File: config.mk
export PLATFORM = sky130hd
export DESIGN_NAME = decode_top
export DESIGN_NICKNAME = d
export VERILOG_FILES = /design/src/decode_pkg.sv /design/src/decode_ctrl.sv /design/src/decode_table.sv /design/src/decode_top.sv /design/src/inst_buffer.sv /design/src/issue_reg.sv
export VERILOG_INCLUDE_DIRS = /design/src /design/src/src
export SDC_FILE = /design/constraint.sdc
export NUM_CORES = 1
export LEC_CHECK = 0
export BUFFER_PORTS_ARGS = -buffer_cell sky130_fd_sc_hd__buf_2
export CAP_MARGIN = 20
export CELL_PAD_IN_SITES_DETAIL_PLACEMENT = 0
export CELL_PAD_IN_SITES_GLOBAL_PLACEMENT = 2
export CORE_UTILIZATION = 25
export CTS_BUF_LIST = sky130_fd_sc_hd__clkbuf_16
export DETAILED_ROUTE_END_ITERATION = 6
export PLACE_DENSITY = 0.67
export SYNTH_ARGS = -nofsm -noshare
export SYNTH_HDL_FRONTEND = slang
export SYNTH_SLANG_ARGS = --single-unit
File: constraint.sdc
create_clock -name clk -period 3.2 [get_ports clk]
set_input_delay 0.48 -clock clk [delete_from_list [all_inputs] [get_ports clk]]
set_output_delay 0.48 -clock clk [all_outputs]
set_load 0.01 [all_outputs]
File: src/decode_config.svh
//~~~~~~~~~~~~~~~~~~~~~~~~~~~~~~~~~~~~~~~~~~~~~~~~~~~~~~~~~~~~~~~~~~~~~~~~~~
// Field widths and counts for the decode stage
// Include this wherever a port or field width is needed
//~~~~~~~~~~~~~~~~~~~~~~~~~~~~~~~~~~~~~~~~~~~~~~~~~~~~~~~~~~~~~~~~~~~~~~~~~~
`ifndef DECODE_CONFIG_SVH
`define DECODE_CONFIG_SVH

`define DEC_INST_W  32  // Instruction word
`define DEC_REG_W   4   // Register index, 16 registers
`define DEC_SHIFT_W 5   // Shift amount
`define DEC_IMM_W   16  // Immediate
`define DEC_NUM_INT 24  // Software interrupt lines

`endif

File: src/decode_pkg.sv
//~~~~~~~~~~~~~~~~~~~~~~~~~~~~~~~~~~~~~~~~~~~~~~~~~~~~~~~~~~~~~~~~~~~~~~~~~~
// Enum types shared by the decode stage and its testbench
// Opcode encodings, ALU and memory operations, pipeline occupancy
//~~~~~~~~~~~~~~~~~~~~~~~~~~~~~~~~~~~~~~~~~~~~~~~~~~~~~~~~~~~~~~~~~~~~~~~~~~
`default_nettype none

package decode_pkg;

    typedef enum logic [7:0] {
        OP_LDRI = 8'h10,  // Rd <- [Rm + imm]
        OP_LDR  = 8'h14,  // Rd <- [Rm]
        OP_MOVI = 8'h24,
        OP_MOVN = 8'h25,  // Rd <- sh(Rn)
        OP_STRI = 8'h30,
        OP_STR  = 8'h34,
        OP_ADD  = 8'h40,
        OP_SUB  = 8'h42,
        OP_AND  = 8'h44,
        OP_OR   = 8'h45,
        OP_XOR  = 8'h46,
        OP_ADDI = 8'h48,
        OP_SUBI = 8'h4A,
        OP_ANDI = 8'h4C,
        OP_ORI  = 8'h4D,
        OP_XORI = 8'h4E,
        OP_BRCH = 8'h50,  // Base of 0x50..0x5F, low nibble is cond
        OP_CMP  = 8'h62,
        OP_CMPI = 8'h6A,
        OP_INT  = 8'h70
    } opcode_e;

    typedef enum logic [2:0] {
        ALU_NOP, ALU_ADD, ALU_SUB, ALU_AND, ALU_OR, ALU_XOR, ALU_MOV
    } alu_op_e;

    typedef enum logic [1:0] {
        MEM_NONE, MEM_LOAD, MEM_STORE
    } mem_op_e;

    // Which of the two stages hold an instruction
    typedef enum logic [1:0] {
        ST_EMPTY, ST_IN_ONLY, ST_OUT_ONLY, ST_BOTH
    } pipe_state_e;

endpackage

`default_nettype wire

File: src/decode_ctrl.sv
//~~~~~~~~~~~~~~~~~~~~~~~~~~~~~~~~~~~~~~~~~~~~~~~~~~~~~~~~~~~~~~~~~~~~~~~~~~
// Occupancy FSM for the two decode stages
// Drives both valid/ready handshakes and the stage load enables
//~~~~~~~~~~~~~~~~~~~~~~~~~~~~~~~~~~~~~~~~~~~~~~~~~~~~~~~~~~~~~~~~~~~~~~~~~~
`timescale 1ns/1ps
`default_nettype none

module decode_ctrl import decode_pkg::*; (
    input  wire  clk,
    input  wire  reset,
    input  wire  fetch_valid,
    input  wire  exec_ready,
    output logic fetch_ready,
    output logic exec_valid,
    output logic load_in,   // Capture fetch word into buffer
    output logic load_out   // Move decoded record into issue register
);

    pipe_state_e state;
    pipe_state_e state_next;
    logic        buf_full;
    logic        out_full;
    logic        buf_next;
    logic        out_next;

    assign buf_full = (state == ST_IN_ONLY) || (state == ST_BOTH);
    assign out_full = (state == ST_OUT_ONLY) || (state == ST_BOTH);

    assign exec_valid  = out_full;
    assign load_out    = buf_full && (!out_full || exec_ready);  // Empty or draining
    assign fetch_ready = !buf_full || load_out;
    assign load_in     = fetch_valid && fetch_ready;

    // Stage is full next cycle if loaded now, or kept and not moved on
    assign buf_next = load_in || (buf_full && !load_out);
    assign out_next = load_out || (out_full && !exec_ready);

    always_comb begin
        case ({buf_next, out_next})
            2'b00:   state_next = ST_EMPTY;
            2'b10:   state_next = ST_IN_ONLY;
            2'b01:   state_next = ST_OUT_ONLY;
            default: state_next = ST_BOTH;
        endcase
    end

    always_ff @(posedge clk) begin
        if (reset) begin
            state <= ST_EMPTY;
        end else begin
            state <= state_next;
        end
    end

endmodule

`default_nettype wire

File: src/decode_table.sv
//~~~~~~~~~~~~~~~~~~~~~~~~~~~~~~~~~~~~~~~~~~~~~~~~~~~~~~~~~~~~~~~~~~~~~~~~~~
// Combinational opcode lookup, gives ALU operation, control fields
// and the operand fields each instruction actually uses
//~~~~~~~~~~~~~~~~~~~~~~~~~~~~~~~~~~~~~~~~~~~~~~~~~~~~~~~~~~~~~~~~~~~~~~~~~~
`timescale 1ns/1ps
`default_nettype none

`include "decode_config.svh"

module decode_table import decode_pkg::*; (
    input  opcode_e                  opcode,
    input  wire  [`DEC_REG_W-1:0]    rd,
    input  wire  [`DEC_REG_W-1:0]    rm,
    input  wire  [`DEC_REG_W-1:0]    rn,
    input  wire  [`DEC_SHIFT_W-1:0]  shift,
    input  wire  [1:0]               shift_dir,
    input  wire  [`DEC_IMM_W-1:0]    imm,
    output alu_op_e                  dec_alu_op,
    output logic [`DEC_SHIFT_W-1:0]  dec_shift,
    output logic [1:0]               dec_shift_dir,
    output logic [`DEC_IMM_W-1:0]    dec_imm,
    output logic [`DEC_REG_W-1:0]    dec_rd,
    output logic [`DEC_REG_W-1:0]    dec_rm,
    output logic [`DEC_REG_W-1:0]    dec_rn,
    output mem_op_e                  dec_mem_op,
    output logic                     dec_write_rd,
    output logic                     dec_use_imm,
    output logic [3:0]               dec_cond,
    output logic                     dec_illegal,
    output logic                     int_req
);

    logic keep_shift;  // Register forms use sh(Rn)
    logic keep_imm;

    // ALU groups 0x40 and 0x48 share the low three opcode bits
    function automatic alu_op_e logic_op(input logic [2:0] sel);
        case (sel)
            3'd0:    return ALU_ADD;
            3'd2:    return ALU_SUB;
            3'd4:    return ALU_AND;
            3'd5:    return ALU_OR;
            default: return ALU_XOR;
        endcase
    endfunction

    always_comb begin
        dec_alu_op   = ALU_NOP;
        dec_mem_op   = MEM_NONE;
        dec_write_rd = 1'b0;
        dec_use_imm  = 1'b0;
        dec_cond     = 4'd0;
        dec_illegal  = 1'b0;
        int_req      = 1'b0;
        keep_shift   = 1'b0;
        keep_imm     = 1'b0;

        case (opcode)
            OP_LDRI, OP_LDR: begin
                dec_alu_op   = ALU_ADD;  // Address Rm + imm
                dec_mem_op   = MEM_LOAD;
                dec_write_rd = 1'b1;
                dec_use_imm  = 1'b1;
                keep_imm     = (opcode == OP_LDRI);
            end
            OP_STRI, OP_STR: begin
                dec_alu_op  = ALU_ADD;
                dec_mem_op  = MEM_STORE;
                dec_use_imm = 1'b1;
                keep_imm    = (opcode == OP_STRI);
            end
            OP_MOVI: begin
                dec_alu_op   = ALU_MOV;
                dec_write_rd = 1'b1;
                dec_use_imm  = 1'b1;
                keep_imm     = 1'b1;
            end
            OP_MOVN: begin
                dec_alu_op   = ALU_MOV;
                dec_write_rd = 1'b1;
                keep_shift   = 1'b1;
            end
            OP_ADD, OP_SUB, OP_AND, OP_OR, OP_XOR: begin
                dec_alu_op   = logic_op(opcode[2:0]);
                dec_write_rd = 1'b1;
                keep_shift   = 1'b1;
            end
            OP_ADDI, OP_SUBI, OP_ANDI, OP_ORI, OP_XORI: begin
                dec_alu_op   = logic_op(opcode[2:0]);
                dec_write_rd = 1'b1;
                dec_use_imm  = 1'b1;
                keep_imm     = 1'b1;
            end
            OP_CMP: begin
                dec_alu_op = ALU_SUB;  // Flags only
                keep_shift = 1'b1;
            end
            OP_CMPI: begin
                dec_alu_op  = ALU_SUB;
                dec_use_imm = 1'b1;
                keep_imm    = 1'b1;
            end
            OP_INT: begin
                keep_imm = 1'b1;  // Interrupt number
                int_req  = 1'b1;
            end
            default: begin
                if ((opcode & 8'hF0) == OP_BRCH) begin
                    dec_alu_op  = ALU_ADD;  // PC + offset
                    dec_use_imm = 1'b1;
                    dec_cond    = opcode[3:0];
                    keep_imm    = 1'b1;
                end else begin
                    dec_illegal = 1'b1;
                end
            end
        endcase
    end

    assign dec_shift     = keep_shift ? shift : '0;
    assign dec_shift_dir = keep_shift ? shift_dir : 2'b00;
    assign dec_imm       = keep_imm ? imm : '0;

    // Register indices pass through unless the opcode is unknown
    assign dec_rd = dec_illegal ? '0 : rd;
    assign dec_rm = dec_illegal ? '0 : rm;
    assign dec_rn = dec_illegal ? '0 : rn;

endmodule

`default_nettype wire

File: src/decode_top.sv
//~~~~~~~~~~~~~~~~~~~~~~~~~~~~~~~~~~~~~~~~~~~~~~~~~~~~~~~~~~~~~~~~~~~~~~~~~~
// Decode stage top level, fetch handshake in and execute handshake out
// Two instructions in flight, one per cycle when execute keeps up
//~~~~~~~~~~~~~~~~~~~~~~~~~~~~~~~~~~~~~~~~~~~~~~~~~~~~~~~~~~~~~~~~~~~~~~~~~~
`timescale 1ns/1ps
`default_nettype none

`include "decode_config.svh"

module decode_top import decode_pkg::*; (
    input  wire                      clk,
    input  wire                      reset,
    input  wire                      fetch_valid,
    input  wire  [`DEC_INST_W-1:0]   fetch_inst,
    output logic                     fetch_ready,
    output logic                     exec_valid,
    input  wire                      exec_ready,
    output alu_op_e                  alu_op,
    output logic [`DEC_SHIFT_W-1:0]  shift,
    output logic [1:0]               shift_dir,
    output logic [`DEC_IMM_W-1:0]    imm,
    output logic [`DEC_REG_W-1:0]    rd,
    output logic [`DEC_REG_W-1:0]    rm,
    output logic [`DEC_REG_W-1:0]    rn,
    output mem_op_e                  mem_op,
    output logic                     write_rd,
    output logic                     use_imm,
    output logic [3:0]               cond,
    output logic                     illegal,
    output logic [`DEC_NUM_INT-1:0]  int_line
);

    logic load_in;
    logic load_out;

    // Fields of the buffered word
    opcode_e                 buf_opcode;
    logic [`DEC_REG_W-1:0]   buf_rd;
    logic [`DEC_REG_W-1:0]   buf_rm;
    logic [`DEC_REG_W-1:0]   buf_rn;
    logic [`DEC_SHIFT_W-1:0] buf_shift;
    logic [1:0]              buf_shift_dir;
    logic [`DEC_IMM_W-1:0]   buf_imm;

    // Combinational record from the table
    alu_op_e                 dec_alu_op;
    logic [`DEC_SHIFT_W-1:0] dec_shift;
    logic [1:0]              dec_shift_dir;
    logic [`DEC_IMM_W-1:0]   dec_imm;
    logic [`DEC_REG_W-1:0]   dec_rd;
    logic [`DEC_REG_W-1:0]   dec_rm;
    logic [`DEC_REG_W-1:0]   dec_rn;
    mem_op_e                 dec_mem_op;
    logic                    dec_write_rd;
    logic                    dec_use_imm;
    logic [3:0]              dec_cond;
    logic                    dec_illegal;
    logic                    int_req;

    decode_ctrl u_ctrl (
        .clk         (clk),
        .reset       (reset),
        .fetch_valid (fetch_valid),
        .exec_ready  (exec_ready),
        .fetch_ready (fetch_ready),
        .exec_valid  (exec_valid),
        .load_in     (load_in),
        .load_out    (load_out)
    );

    inst_buffer u_buffer (
        .clk        (clk),
        .load_in    (load_in),
        .fetch_inst (fetch_inst),
        .opcode     (buf_opcode),
        .rd         (buf_rd),
        .rm         (buf_rm),
        .rn         (buf_rn),
        .shift      (buf_shift),
        .shift_dir  (buf_shift_dir),
        .imm        (buf_imm)
    );

    decode_table u_table (
        .opcode        (buf_opcode),
        .rd            (buf_rd),
        .rm            (buf_rm),
        .rn            (buf_rn),
        .shift         (buf_shift),
        .shift_dir     (buf_shift_dir),
        .imm           (buf_imm),
        .dec_alu_op    (dec_alu_op),
        .dec_shift     (dec_shift),
        .dec_shift_dir (dec_shift_dir),
        .dec_imm       (dec_imm),
        .dec_rd        (dec_rd),
        .dec_rm        (dec_rm),
        .dec_rn        (dec_rn),
        .dec_mem_op    (dec_mem_op),
        .dec_write_rd  (dec_write_rd),
        .dec_use_imm   (dec_use_imm),
        .dec_cond      (dec_cond),
        .dec_illegal   (dec_illegal),
        .int_req       (int_req)
    );

    issue_reg u_issue (
        .clk           (clk),
        .reset         (reset),
        .load_out      (load_out),
        .exec_ready    (exec_ready),
        .dec_alu_op    (dec_alu_op),
        .dec_shift     (dec_shift),
        .dec_shift_dir (dec_shift_dir),
        .dec_imm       (dec_imm),
        .dec_rd        (dec_rd),
        .dec_rm        (dec_rm),
        .dec_rn        (dec_rn),
        .dec_mem_op    (dec_mem_op),
        .dec_write_rd  (dec_write_rd),
        .dec_use_imm   (dec_use_imm),
        .dec_cond      (dec_cond),
        .dec_illegal   (dec_illegal),
        .int_req       (int_req),
        .alu_op        (alu_op),
        .shift         (shift),
        .shift_dir     (shift_dir),
        .imm           (imm),
        .rd            (rd),
        .rm            (rm),
        .rn            (rn),
        .mem_op        (mem_op),
        .write_rd      (write_rd),
        .use_imm       (use_imm),
        .cond          (cond),
        .illegal       (illegal),
        .int_line      (int_line)
    );

endmodule

`default_nettype wire

File: src/inst_buffer.sv
//~~~~~~~~~~~~~~~~~~~~~~~~~~~~~~~~~~~~~~~~~~~~~~~~~~~~~~~~~~~~~~~~~~~~~~~~~~
// First decode stage, holds one accepted instruction word
// and splits it into the fields read by the opcode table
//~~~~~~~~~~~~~~~~~~~~~~~~~~~~~~~~~~~~~~~~~~~~~~~~~~~~~~~~~~~~~~~~~~~~~~~~~~
`timescale 1ns/1ps
`default_nettype none

`include "decode_config.svh"

module inst_buffer import decode_pkg::*; (
    input  wire                      clk,
    input  wire                      load_in,
    input  wire  [`DEC_INST_W-1:0]   fetch_inst,
    output opcode_e                  opcode,
    output logic [`DEC_REG_W-1:0]    rd,
    output logic [`DEC_REG_W-1:0]    rm,
    output logic [`DEC_REG_W-1:0]    rn,
    output logic [`DEC_SHIFT_W-1:0]  shift,
    output logic [1:0]               shift_dir,
    output logic [`DEC_IMM_W-1:0]    imm
);

    logic [`DEC_INST_W-1:0] word;

    always_ff @(posedge clk) begin
        if (load_in) begin
            word <= fetch_inst;
        end
    end

    assign opcode    = opcode_e'(word[31:24]);
    assign rd        = word[23:20];
    assign rm        = word[19:16];
    assign rn        = word[15:12];  // Overlaps imm
    assign shift     = word[11:7];
    assign shift_dir = word[6:5];
    assign imm       = word[15:0];

endmodule

`default_nettype wire

File: src/issue_reg.sv
//~~~~~~~~~~~~~~~~~~~~~~~~~~~~~~~~~~~~~~~~~~~~~~~~~~~~~~~~~~~~~~~~~~~~~~~~~~
// Second decode stage, holds the record presented to execute
// and turns an INT request into its one-hot interrupt line
//~~~~~~~~~~~~~~~~~~~~~~~~~~~~~~~~~~~~~~~~~~~~~~~~~~~~~~~~~~~~~~~~~~~~~~~~~~
`timescale 1ns/1ps
`default_nettype none

`include "decode_config.svh"

module issue_reg import decode_pkg::*; (
    input  wire                      clk,
    input  wire                      reset,
    input  wire                      load_out,
    input  wire                      exec_ready,
    input  alu_op_e                  dec_alu_op,
    input  wire  [`DEC_SHIFT_W-1:0]  dec_shift,
    input  wire  [1:0]               dec_shift_dir,
    input  wire  [`DEC_IMM_W-1:0]    dec_imm,
    input  wire  [`DEC_REG_W-1:0]    dec_rd,
    input  wire  [`DEC_REG_W-1:0]    dec_rm,
    input  wire  [`DEC_REG_W-1:0]    dec_rn,
    input  mem_op_e                  dec_mem_op,
    input  wire                      dec_write_rd,
    input  wire                      dec_use_imm,
    input  wire  [3:0]               dec_cond,
    input  wire                      dec_illegal,
    input  wire                      int_req,
    output alu_op_e                  alu_op,
    output logic [`DEC_SHIFT_W-1:0]  shift,
    output logic [1:0]               shift_dir,
    output logic [`DEC_IMM_W-1:0]    imm,
    output logic [`DEC_REG_W-1:0]    rd,
    output logic [`DEC_REG_W-1:0]    rm,
    output logic [`DEC_REG_W-1:0]    rn,
    output mem_op_e                  mem_op,
    output logic                     write_rd,
    output logic                     use_imm,
    output logic [3:0]               cond,
    output logic                     illegal,
    output logic [`DEC_NUM_INT-1:0]  int_line
);

    logic [`DEC_NUM_INT-1:0] int_next;

    // Out-of-range interrupt numbers select no line
    always_comb begin
        for (int i = 0; i < `DEC_NUM_INT; i++) begin
            int_next[i] = int_req && (dec_imm == `DEC_IMM_W'(i));
        end
    end

    always_ff @(posedge clk) begin
        if (load_out) begin
            alu_op    <= dec_alu_op;
            shift     <= dec_shift;
            shift_dir <= dec_shift_dir;
            imm       <= dec_imm;
            rd        <= dec_rd;
            rm        <= dec_rm;
            rn        <= dec_rn;
            mem_op    <= dec_mem_op;
            write_rd  <= dec_write_rd;
            use_imm   <= dec_use_imm;
            cond      <= dec_cond;
        end
    end

    always_ff @(posedge clk) begin
        if (reset) begin
            illegal  <= 1'b0;
            int_line <= '0;
        end else if (load_out) begin
            illegal  <= dec_illegal;
            int_line <= int_next;
        end else if (exec_ready) begin
            int_line <= '0;  // Drained with nothing behind it
        end
    end

endmodule

`default_nettype wire
==> results of run 1 <==
final timing paths:
path / start / end / slack [ns] / cells after the start
min reg2reg: u_issue.int_line[4]$_SDFFE_PP0P_ / u_issue.int_line[4]$_SDFFE_PP0P_ / 0.43 / 2
max reg2reg: u_buffer.word[28]$_DFFE_PP_ / u_issue.rm[1]$_SDFFCE_PP0P_ / 0.93 / 6
min: fetch_inst[7] / u_buffer.word[7]$_DFFE_PP_ / 0.31 / 1
max: u_buffer.word[28]$_DFFE_PP_ / u_issue.rm[1]$_SDFFCE_PP0P_ / 0.93 / 6
final cells by class:
type,count,area share [%]
sequential,105,56.2
multi-input combinational,177,20.6
timing repair buffer,111,11.0
tap,211,5.15
clock buffer,9,4.39
clock inverter,6,2.10
inverter,8,0.586
Yosys cell counts, types with 2 or more instances:
| cell | count |
|---|---|
| nor2b_1 | 38 |
| a21oi_1 | 5 |
| buf_2 | 6 |
| o31ai_1 | 5 |
| nand3_1 | 6 |
| or3_1 | 4 |
| nor3b_1 | 2 |
| and2_1 | 5 |
| clkbuf_1 | 5 |
| nand4_1 | 3 |
| dfxtp_1 | 27 |
| or4b_1 | 2 |
| nor2_1 | 15 |
| and4bb_1 | 2 |
| inv_1 | 7 |
| nand2b_1 | 5 |
| o21ai_1 | 17 |
| a31oi_1 | 2 |
| nor4_1 | 4 |
| nand2_1 | 34 |
| a22o_1 | 2 |
| nor3_1 | 5 |
| o211ai_1 | 2 |
| edfxtp_1 | 78 |
state kept, by name, summed over array words and instances (netlist names), 2 cells and up:
name               flops
u_issue.mem_op         2
u_issue.shift          5
u_issue.rn             4
u_issue.alu_op         3
u_issue.shift_dir      2
u_issue.cond           4
u_issue.rm             4
u_buffer.word         32
u_ctrl.state           2
u_issue.imm           16
u_issue.rd             4
u_issue.int_line      24
per-layer routing:
| layer | wire [µm] | up-vias | part of all wire [%] | GRT usage (%) |
|---|---|---|---|---|
| li1 | - | 1312 | - | - |
| met1 | 4050 | 1234 | 45 | 14.4 |
| met2 | 4320 | 64 | 48 | 18.6 |
| met3 | 492 | 13 | 5.4 | 3.49 |
| met4 | 193 | 0 | 2.1 | 5.61 |
| met5 | 0 | - | 0 | 0 |
metrics by stage:
stage          power (µW)  hold WS [ns]  instance area (µm²)
6_report             2970         0.308                 5130
5_1_grt              3090         0.290                 5130
4_1_cts              3020         0.293                 5130
3_5_place_dp         1790         0.426                 4790
3_3_place_gp         1790         0.437                 4790
2_1_floorplan        1690         0.462                 4010
worst register-to-register path, cell delays in order (launching register included):
cell	delay (ns)
edfxtp_1	0.60
and4b_1	0.26
a32oi_1	0.19
o21a_1	0.34
nor3b_2	0.33
buf_4	0.24
nor2b_1	0.06
power by group through the flow:
stage                     registers, µW  clock network (µW)  logic (µW)
after floorplan                    1610                   0        79.7
after global placement             1610                   0         178
after detailed placement           1610                   0         180
after CTS                          1580                1260         180
after global routing               1580                1320         194
final                              1580                1220         174
logic make-up after synthesis:
logic type,share of synthesized area (%)
simple gates,19.0
buf+inv,2.06
flops,71.8
mux,0.249
xor+xnor,0.437
compound gates,6.45
==> summary.txt, run 1 <==
register area: 2880 µm²
peak supply drop: 0.280 mV
Post-CTS Hold Fix Bufs: 0
# resized after CTS: 0
most common cell after layout, fill and taps aside: buf_2
crit path time final: 2.27 ns
Post-synth top flop: edfxtp_1
postcts setup bufs: 0
Async SR Flop Fraction: 0%
Initial DRC Count: 190
row count: 45
Die ar.: 16,600 µm²
Total GRT Usage: 11.6%
Int Power: 2360 µW
Hold Path Class: in2reg
syn_area_per_cell: 13.3 µm²
drt wl/cell: 14.5 µm
synthesis-to-finish area growth: 27.8%
cells taking the most area after synthesis: edfxtp_1 (58%), dfxtp_1 (13%), nor2b_1 (5.9%), nand2_1 (3.2%), o21ai_1 (2.1%)
Setup CP Type: reg2reg
I/O Buffers: 108
Root Buffer: clkbuf_16
syn_nets: 338
# setup viols final: 0
Initial Util: 26.0%
CORE AREA: 15,400 µm²
largest net degree at the start of global routing: 47
ant diodes: 0
Post-synth EDFFs: 78
measured slew at the worst slew-check pin: 0.966 ns
Cell Area, Synth: 4010 µm²
Pleak: 0.00185 µW
RSZ-0062 raised after global routing: no
run status: completed
Psw: 607 µW
chip height: 129 µm
Cells after DPL: 612
area of the multi-input gates: 1050 µm²
Seq pwr share: 53.0%
DRT Pass-1 Iters: 4
H-tree Lvls: 3
Yosys cell types: 45
die width: 129 µm
Yosys warnings: 0
Layout Nets: 448
Final ANT Viol Nets: 0
TritonCTS Buffers: 9
Hold Vio Cnt, Final: 0
Clk pin slew, worst setup/hold paths: 0.06 ns
CTS tree: done
Net Sw Frac: 20.4%
initial antenna violation count: 0
dpl ws: 0.926 ns
Worst Slack Setup Final: 0.930 ns
crit path max-delay cell type: edfxtp_1
Pwr per Cell Area: 579 nW/µm²
WL final: 9060 µm
first-pass GRT wire length: 14,100 µm
Max-slew headroom: 35.6%
number of top-level pins: 109
Slew Limit Fails: 0
largest area contributor in the netlist: edfxtp_1
clk_skew: 0.00501 ns
Arr. time, crit path: 2.37 ns
maximum clock rate: 0.440 GHz
logic gate share of total power: 5.9%
clock power share: 41.1%
post-detail-place hpwl: 6610 µm
clk_lat worst skew: 0.34 ns
total gr overflow: 0
Layout Cells excl Fill: 627
core occupancy in the finished layout: 33.2%
crit path capture type: flip-flop
Critical Path Start Type: flip-flop
Routability Congestion: 0.810
fin crit share: 70.9%
Max Cap Viol: 0
sequential fraction of the synthesis area: 71.8%
share of cells above drive strength 1: 32.2%
clock buffer depth: 2
CP cell instances: and4b_1, a32oi_1, o21a_1, nor3b_2, buf_4, nor2b_1
Residual DRC: 0
CP max FO: 13
vias in the first global route: 2,619
setup TNS: 0 ns
clock sink count: 105
CP peak stage delay: 0.60 ns
CP required: 3.30 ns
#FFs+latches synth: 105
vias: 2,623
cell family contributing the most delay on the critical path: simple AND/OR/NAND/NOR gates
Via density: 4.18
worst path bufs/invs: 1
Synth top area share: 58.4%
commonest non-fill, non-tap cells in the layout: buf_2 (108), edfxtp_1 (78), nor2b_1 (38)
Fill cells: 1,590
Syn Inst Count: 302
Power figures use the tool's default switching activity.
==> run 2, diff against run 1 <==
Settings changed: ABC_AREA set to 1, PLACE_DENSITY 0.67 to 0.71.
Clock period 3.2 ns to 2 ns, I/O delays scaled along.
==> run 2 against run 1 <==
  * The flow now finishes with violations (negative setup slack)
  * Worst hold slack worse by 0.19 ns
  * Register-to-register slack got worse by 1.0 ns
  * Clock-buffer cell count did not move
  * Clock skew is 0.0065 ns higher
  * Sequential power increased by 58%
  * First-iteration DRC count rose by 3.7%
  * Global-route usage is 0.54 points higher
  * Total power up 61%
  * Critical endpoint is now u_issue.int_line[9]$_SDFFE_PP0P_
  * Largest power group unchanged
==> summary.txt, run 2 <==
Cell Area, Synth: 4360 µm² (+8.7%)
WL final: 10,600 µm (+17%)
total gr overflow: 0 (unchanged)
vias: 3,280 (+25%)
Fill cells: 1,757 (+11%)
area post-placement: 5440 µm² (+14%)
Post-CTS Hold Fix Bufs: 0 (unchanged)
setup TNS: -0.718 ns (-0.718 ns)
clock buffer depth: 2 (unchanged)
Hold WS: 0.120 ns (-0.188 ns)
share of cells above drive strength 1: 36.6% (+4.4 points)
CP required: 2.28 ns (-1.02 ns)
Top reg by flops: u_buffer.word
Initial Util: 25.9% (-0.076 points)
run status: finished, violations left
DRT Pass-1 Iters: 4 (unchanged)
failing checks: negative setup slack
most common cell after layout, fill and taps aside: buf_2
Pwr per Cell Area: 817 nW/µm² (+41%)
clock sink count: 105 (unchanged)
fraction of the mapped netlist area in simple logic gates: 20.5% (+1.5 points)
CP max FO: 23 (+10)
Residual DRC: 0 (unchanged)
TritonCTS Buffers: 9 (unchanged)
peak supply drop: 0.391 mV (+40%)
cells taking the most area after synthesis: edfxtp_1 (54%), dfxtp_1 (12%), nand2_1 (8.3%), inv_1 (4.7%), nor2_1 (4.6%)
synthesis-to-finish area growth: 34.5%
post-detail-place hpwl: 7770 µm (+18%)
Yosys cell types: 31 (-31%)
largest net degree at the start of global routing: 49 (+4.3%)
#FFs+latches synth: 105 (unchanged)
Initial DRC Count: 197 (+3.7%)
Async SR Flop Fraction: 0% (unchanged)
Routability Congestion: 0.781 (-3.6%)
number of top-level pins: 109 (unchanged)
# setup viols final: 18 (+18)
Syn Inst Count: 420 (+39%)
Post-synth EDFFs: 78 (unchanged)
Hold Path Class: in2reg
clk_lat worst skew: 0.35 ns (about the same)
Die ar.: 18,000 µm² (+8.6%)
Hold Vio Cnt, Final: 0 (unchanged)
Synth top cells by count: nand2_1 (96), edfxtp_1 (78), inv_1 (55)
chip height: 134 µm (+4.2%)
Synth top area share: 53.7% (-4.7 points)
Clk pin slew, worst setup/hold paths: 0.07 ns (about the same)
clk_skew: 0.0115 ns (+0.00647 ns)
first-pass GRT wire length: 16,400 µm (+16%)
post-synthesis compound-gate area fraction: 6.71% (+0.26 points)
CORE AREA: 16,800 µm² (+9.0%)
Via density: 4.13 (-1.3%)
largest family of logic cells by synthesized area: simple AND/OR/NAND/NOR gates
Layout Nets: 605 (+35%)
Critical Path Start Type: flip-flop
initial antenna violation count: 0 (unchanged)
fin crit share: 103% (+33 points)
core occupancy in the finished layout: 34.9% (+1.7 points)
syn_nets: 456 (+35%)
xor/xnor cell area share of the yosys netlist: 0% (-0.44 points)
Final ANT Viol Nets: 0 (unchanged)
Post-Synth Adder-Cell Area: 0% (unchanged)
Root Buffer: clkbuf_16
H-tree Lvls: 3 (unchanged)
post-synthesis mux area share: 0% (-0.25 points)
Post-synth top flop: edfxtp_1
Pleak: 0.00256 µW (+39%)
ant diodes: 0 (unchanged)
die width: 134 µm (+4.2%)
Total GRT Usage: 12.2% (+0.54 points)
CTS tree: done
sequential fraction of the synthesis area: 66.1% (-5.7 points)
Max Cap Viol: 0 (unchanged)
design area: 5870 µm² (+14%)
top-count cell post-synth: nand2_1
crit path time final: 2.07 ns (-0.201 ns)
commonest non-fill, non-tap cells in the layout: buf_2 (108), nand2_1 (89), edfxtp_1 (78)
largest registers: u_buffer.word: 32 flops, u_issue.int_line: 24 flops, u_issue.imm: 16 flops
syn_area_per_cell: 10.4 µm² (-22%)
RSZ-0062 raised after global routing: yes
Arr. time, crit path: 2.34 ns (-0.03 ns)
dpl ws: -0.136 ns (-1.06 ns)
row count: 47 (+4.4%)
crit path capture type: flip-flop
Yosys warnings: 0 (unchanged)
Slew Limit Fails: 0 (unchanged)
Worst Slack Setup Final: -0.0690 ns (-0.999 ns)
drt wl/cell: 13.3 µm (-7.8%)
Max-slew headroom: 63.7% (+28 points)
largest area contributor in the netlist: edfxtp_1
measured slew at the worst slew-check pin: 0.545 ns (-0.421 ns)
max reg flops: 32 (unchanged)
I/O Buffers: 108 (unchanged)
maximum clock rate: 0.483 GHz (+9.7%)
Setup CP Type: reg2reg
vias in the first global route: 3,194 (+22%)
## run 2: power breakdown
group,internal (µW),switching (µW),total [µW],leakage (µW)
logic,164,250,414,0.00146
registers,2440,57.2,2500,0.000946
clock network,1090,790,1880,0.000156
## run 2: logic make-up (layout without fill, tap and decap cells)
| logic type | after synthesis | count (layout) |
|---|---|---|
| compound gates | 46 | 46 |
| buf+inv | 72 | 224 |
| flops | 105 | 105 |
| simple gates | 197 | 199 |
## run 2: timing repair
| item | 4_1_cts | 5_1_grt |
|---|---|---|
| setup endpoints to repair | 24 | 43 |
| buffers inserted | 2 | 1 |
| pin swaps | 4 | 8 |
| gates resized for setup | 14 | 11 |
| gates cloned | 2 | 0 |
## run 2: metal layers
layer	GRT usage, %	part of all wire [%]
met4	4.74	1.5
met5	0	0
met2	20.1	48
met1	15.1	46
met3	3.17	5.2
## run 2: path summary, 6_finish.rpt
check	start	to	slack [ns]	cells past startpoint
min reg2reg	u_issue.int_line[15]$_SDFFE_PP0P_	u_issue.int_line[15]$_SDFFE_PP0P_	0.46	2
max	u_buffer.word[24]$_DFFE_PP_	u_issue.int_line[9]$_SDFFE_PP0P_	-0.07	12
min	fetch_inst[25]	u_buffer.word[25]$_DFFE_PP_	0.12	1
max reg2reg	u_buffer.word[24]$_DFFE_PP_	u_issue.int_line[9]$_SDFFE_PP0P_	-0.07	12
## run 2: worst max-delay path, cell delays in order (launching register included)
cell and delay (ns):
edfxtp_1 0.43, buf_4 0.14, nor2_2 0.04, a21oi_2 0.19, nor2_4 0.07, nor2_4 0.12, nand3_2 0.09, buf_12 0.17
o21ai_1 0.10, nand2_2 0.18, nor2_4 0.24, nand3_1 0.10, a21oi_1 0.12
## run 2: stage by stage
step / cells / power (µW)
5_1_grt: 794 / 4980
2_1_floorplan: 420 / 2740
4_1_cts: 793 / 4850
3_3_place_gp: 773 / 2940
6_report: 794 / 4790
3_5_place_dp: 773 / 2940
## run 2: cell type report
type / count / area [µm²] / share of cell area, %
Clock buffer: 9 / 225 / 3.84
Clock inverter: 7 / 87.6 / 1.49
Inverter: 61 / 233 / 3.97
Multi-Input combinational cell: 245 / 1280 / 21.8
Sequential cell: 105 / 2880 / 49.1
Tap cell: 220 / 275 / 4.69
Timing Repair Buffer: 147 / 887 / 15.1
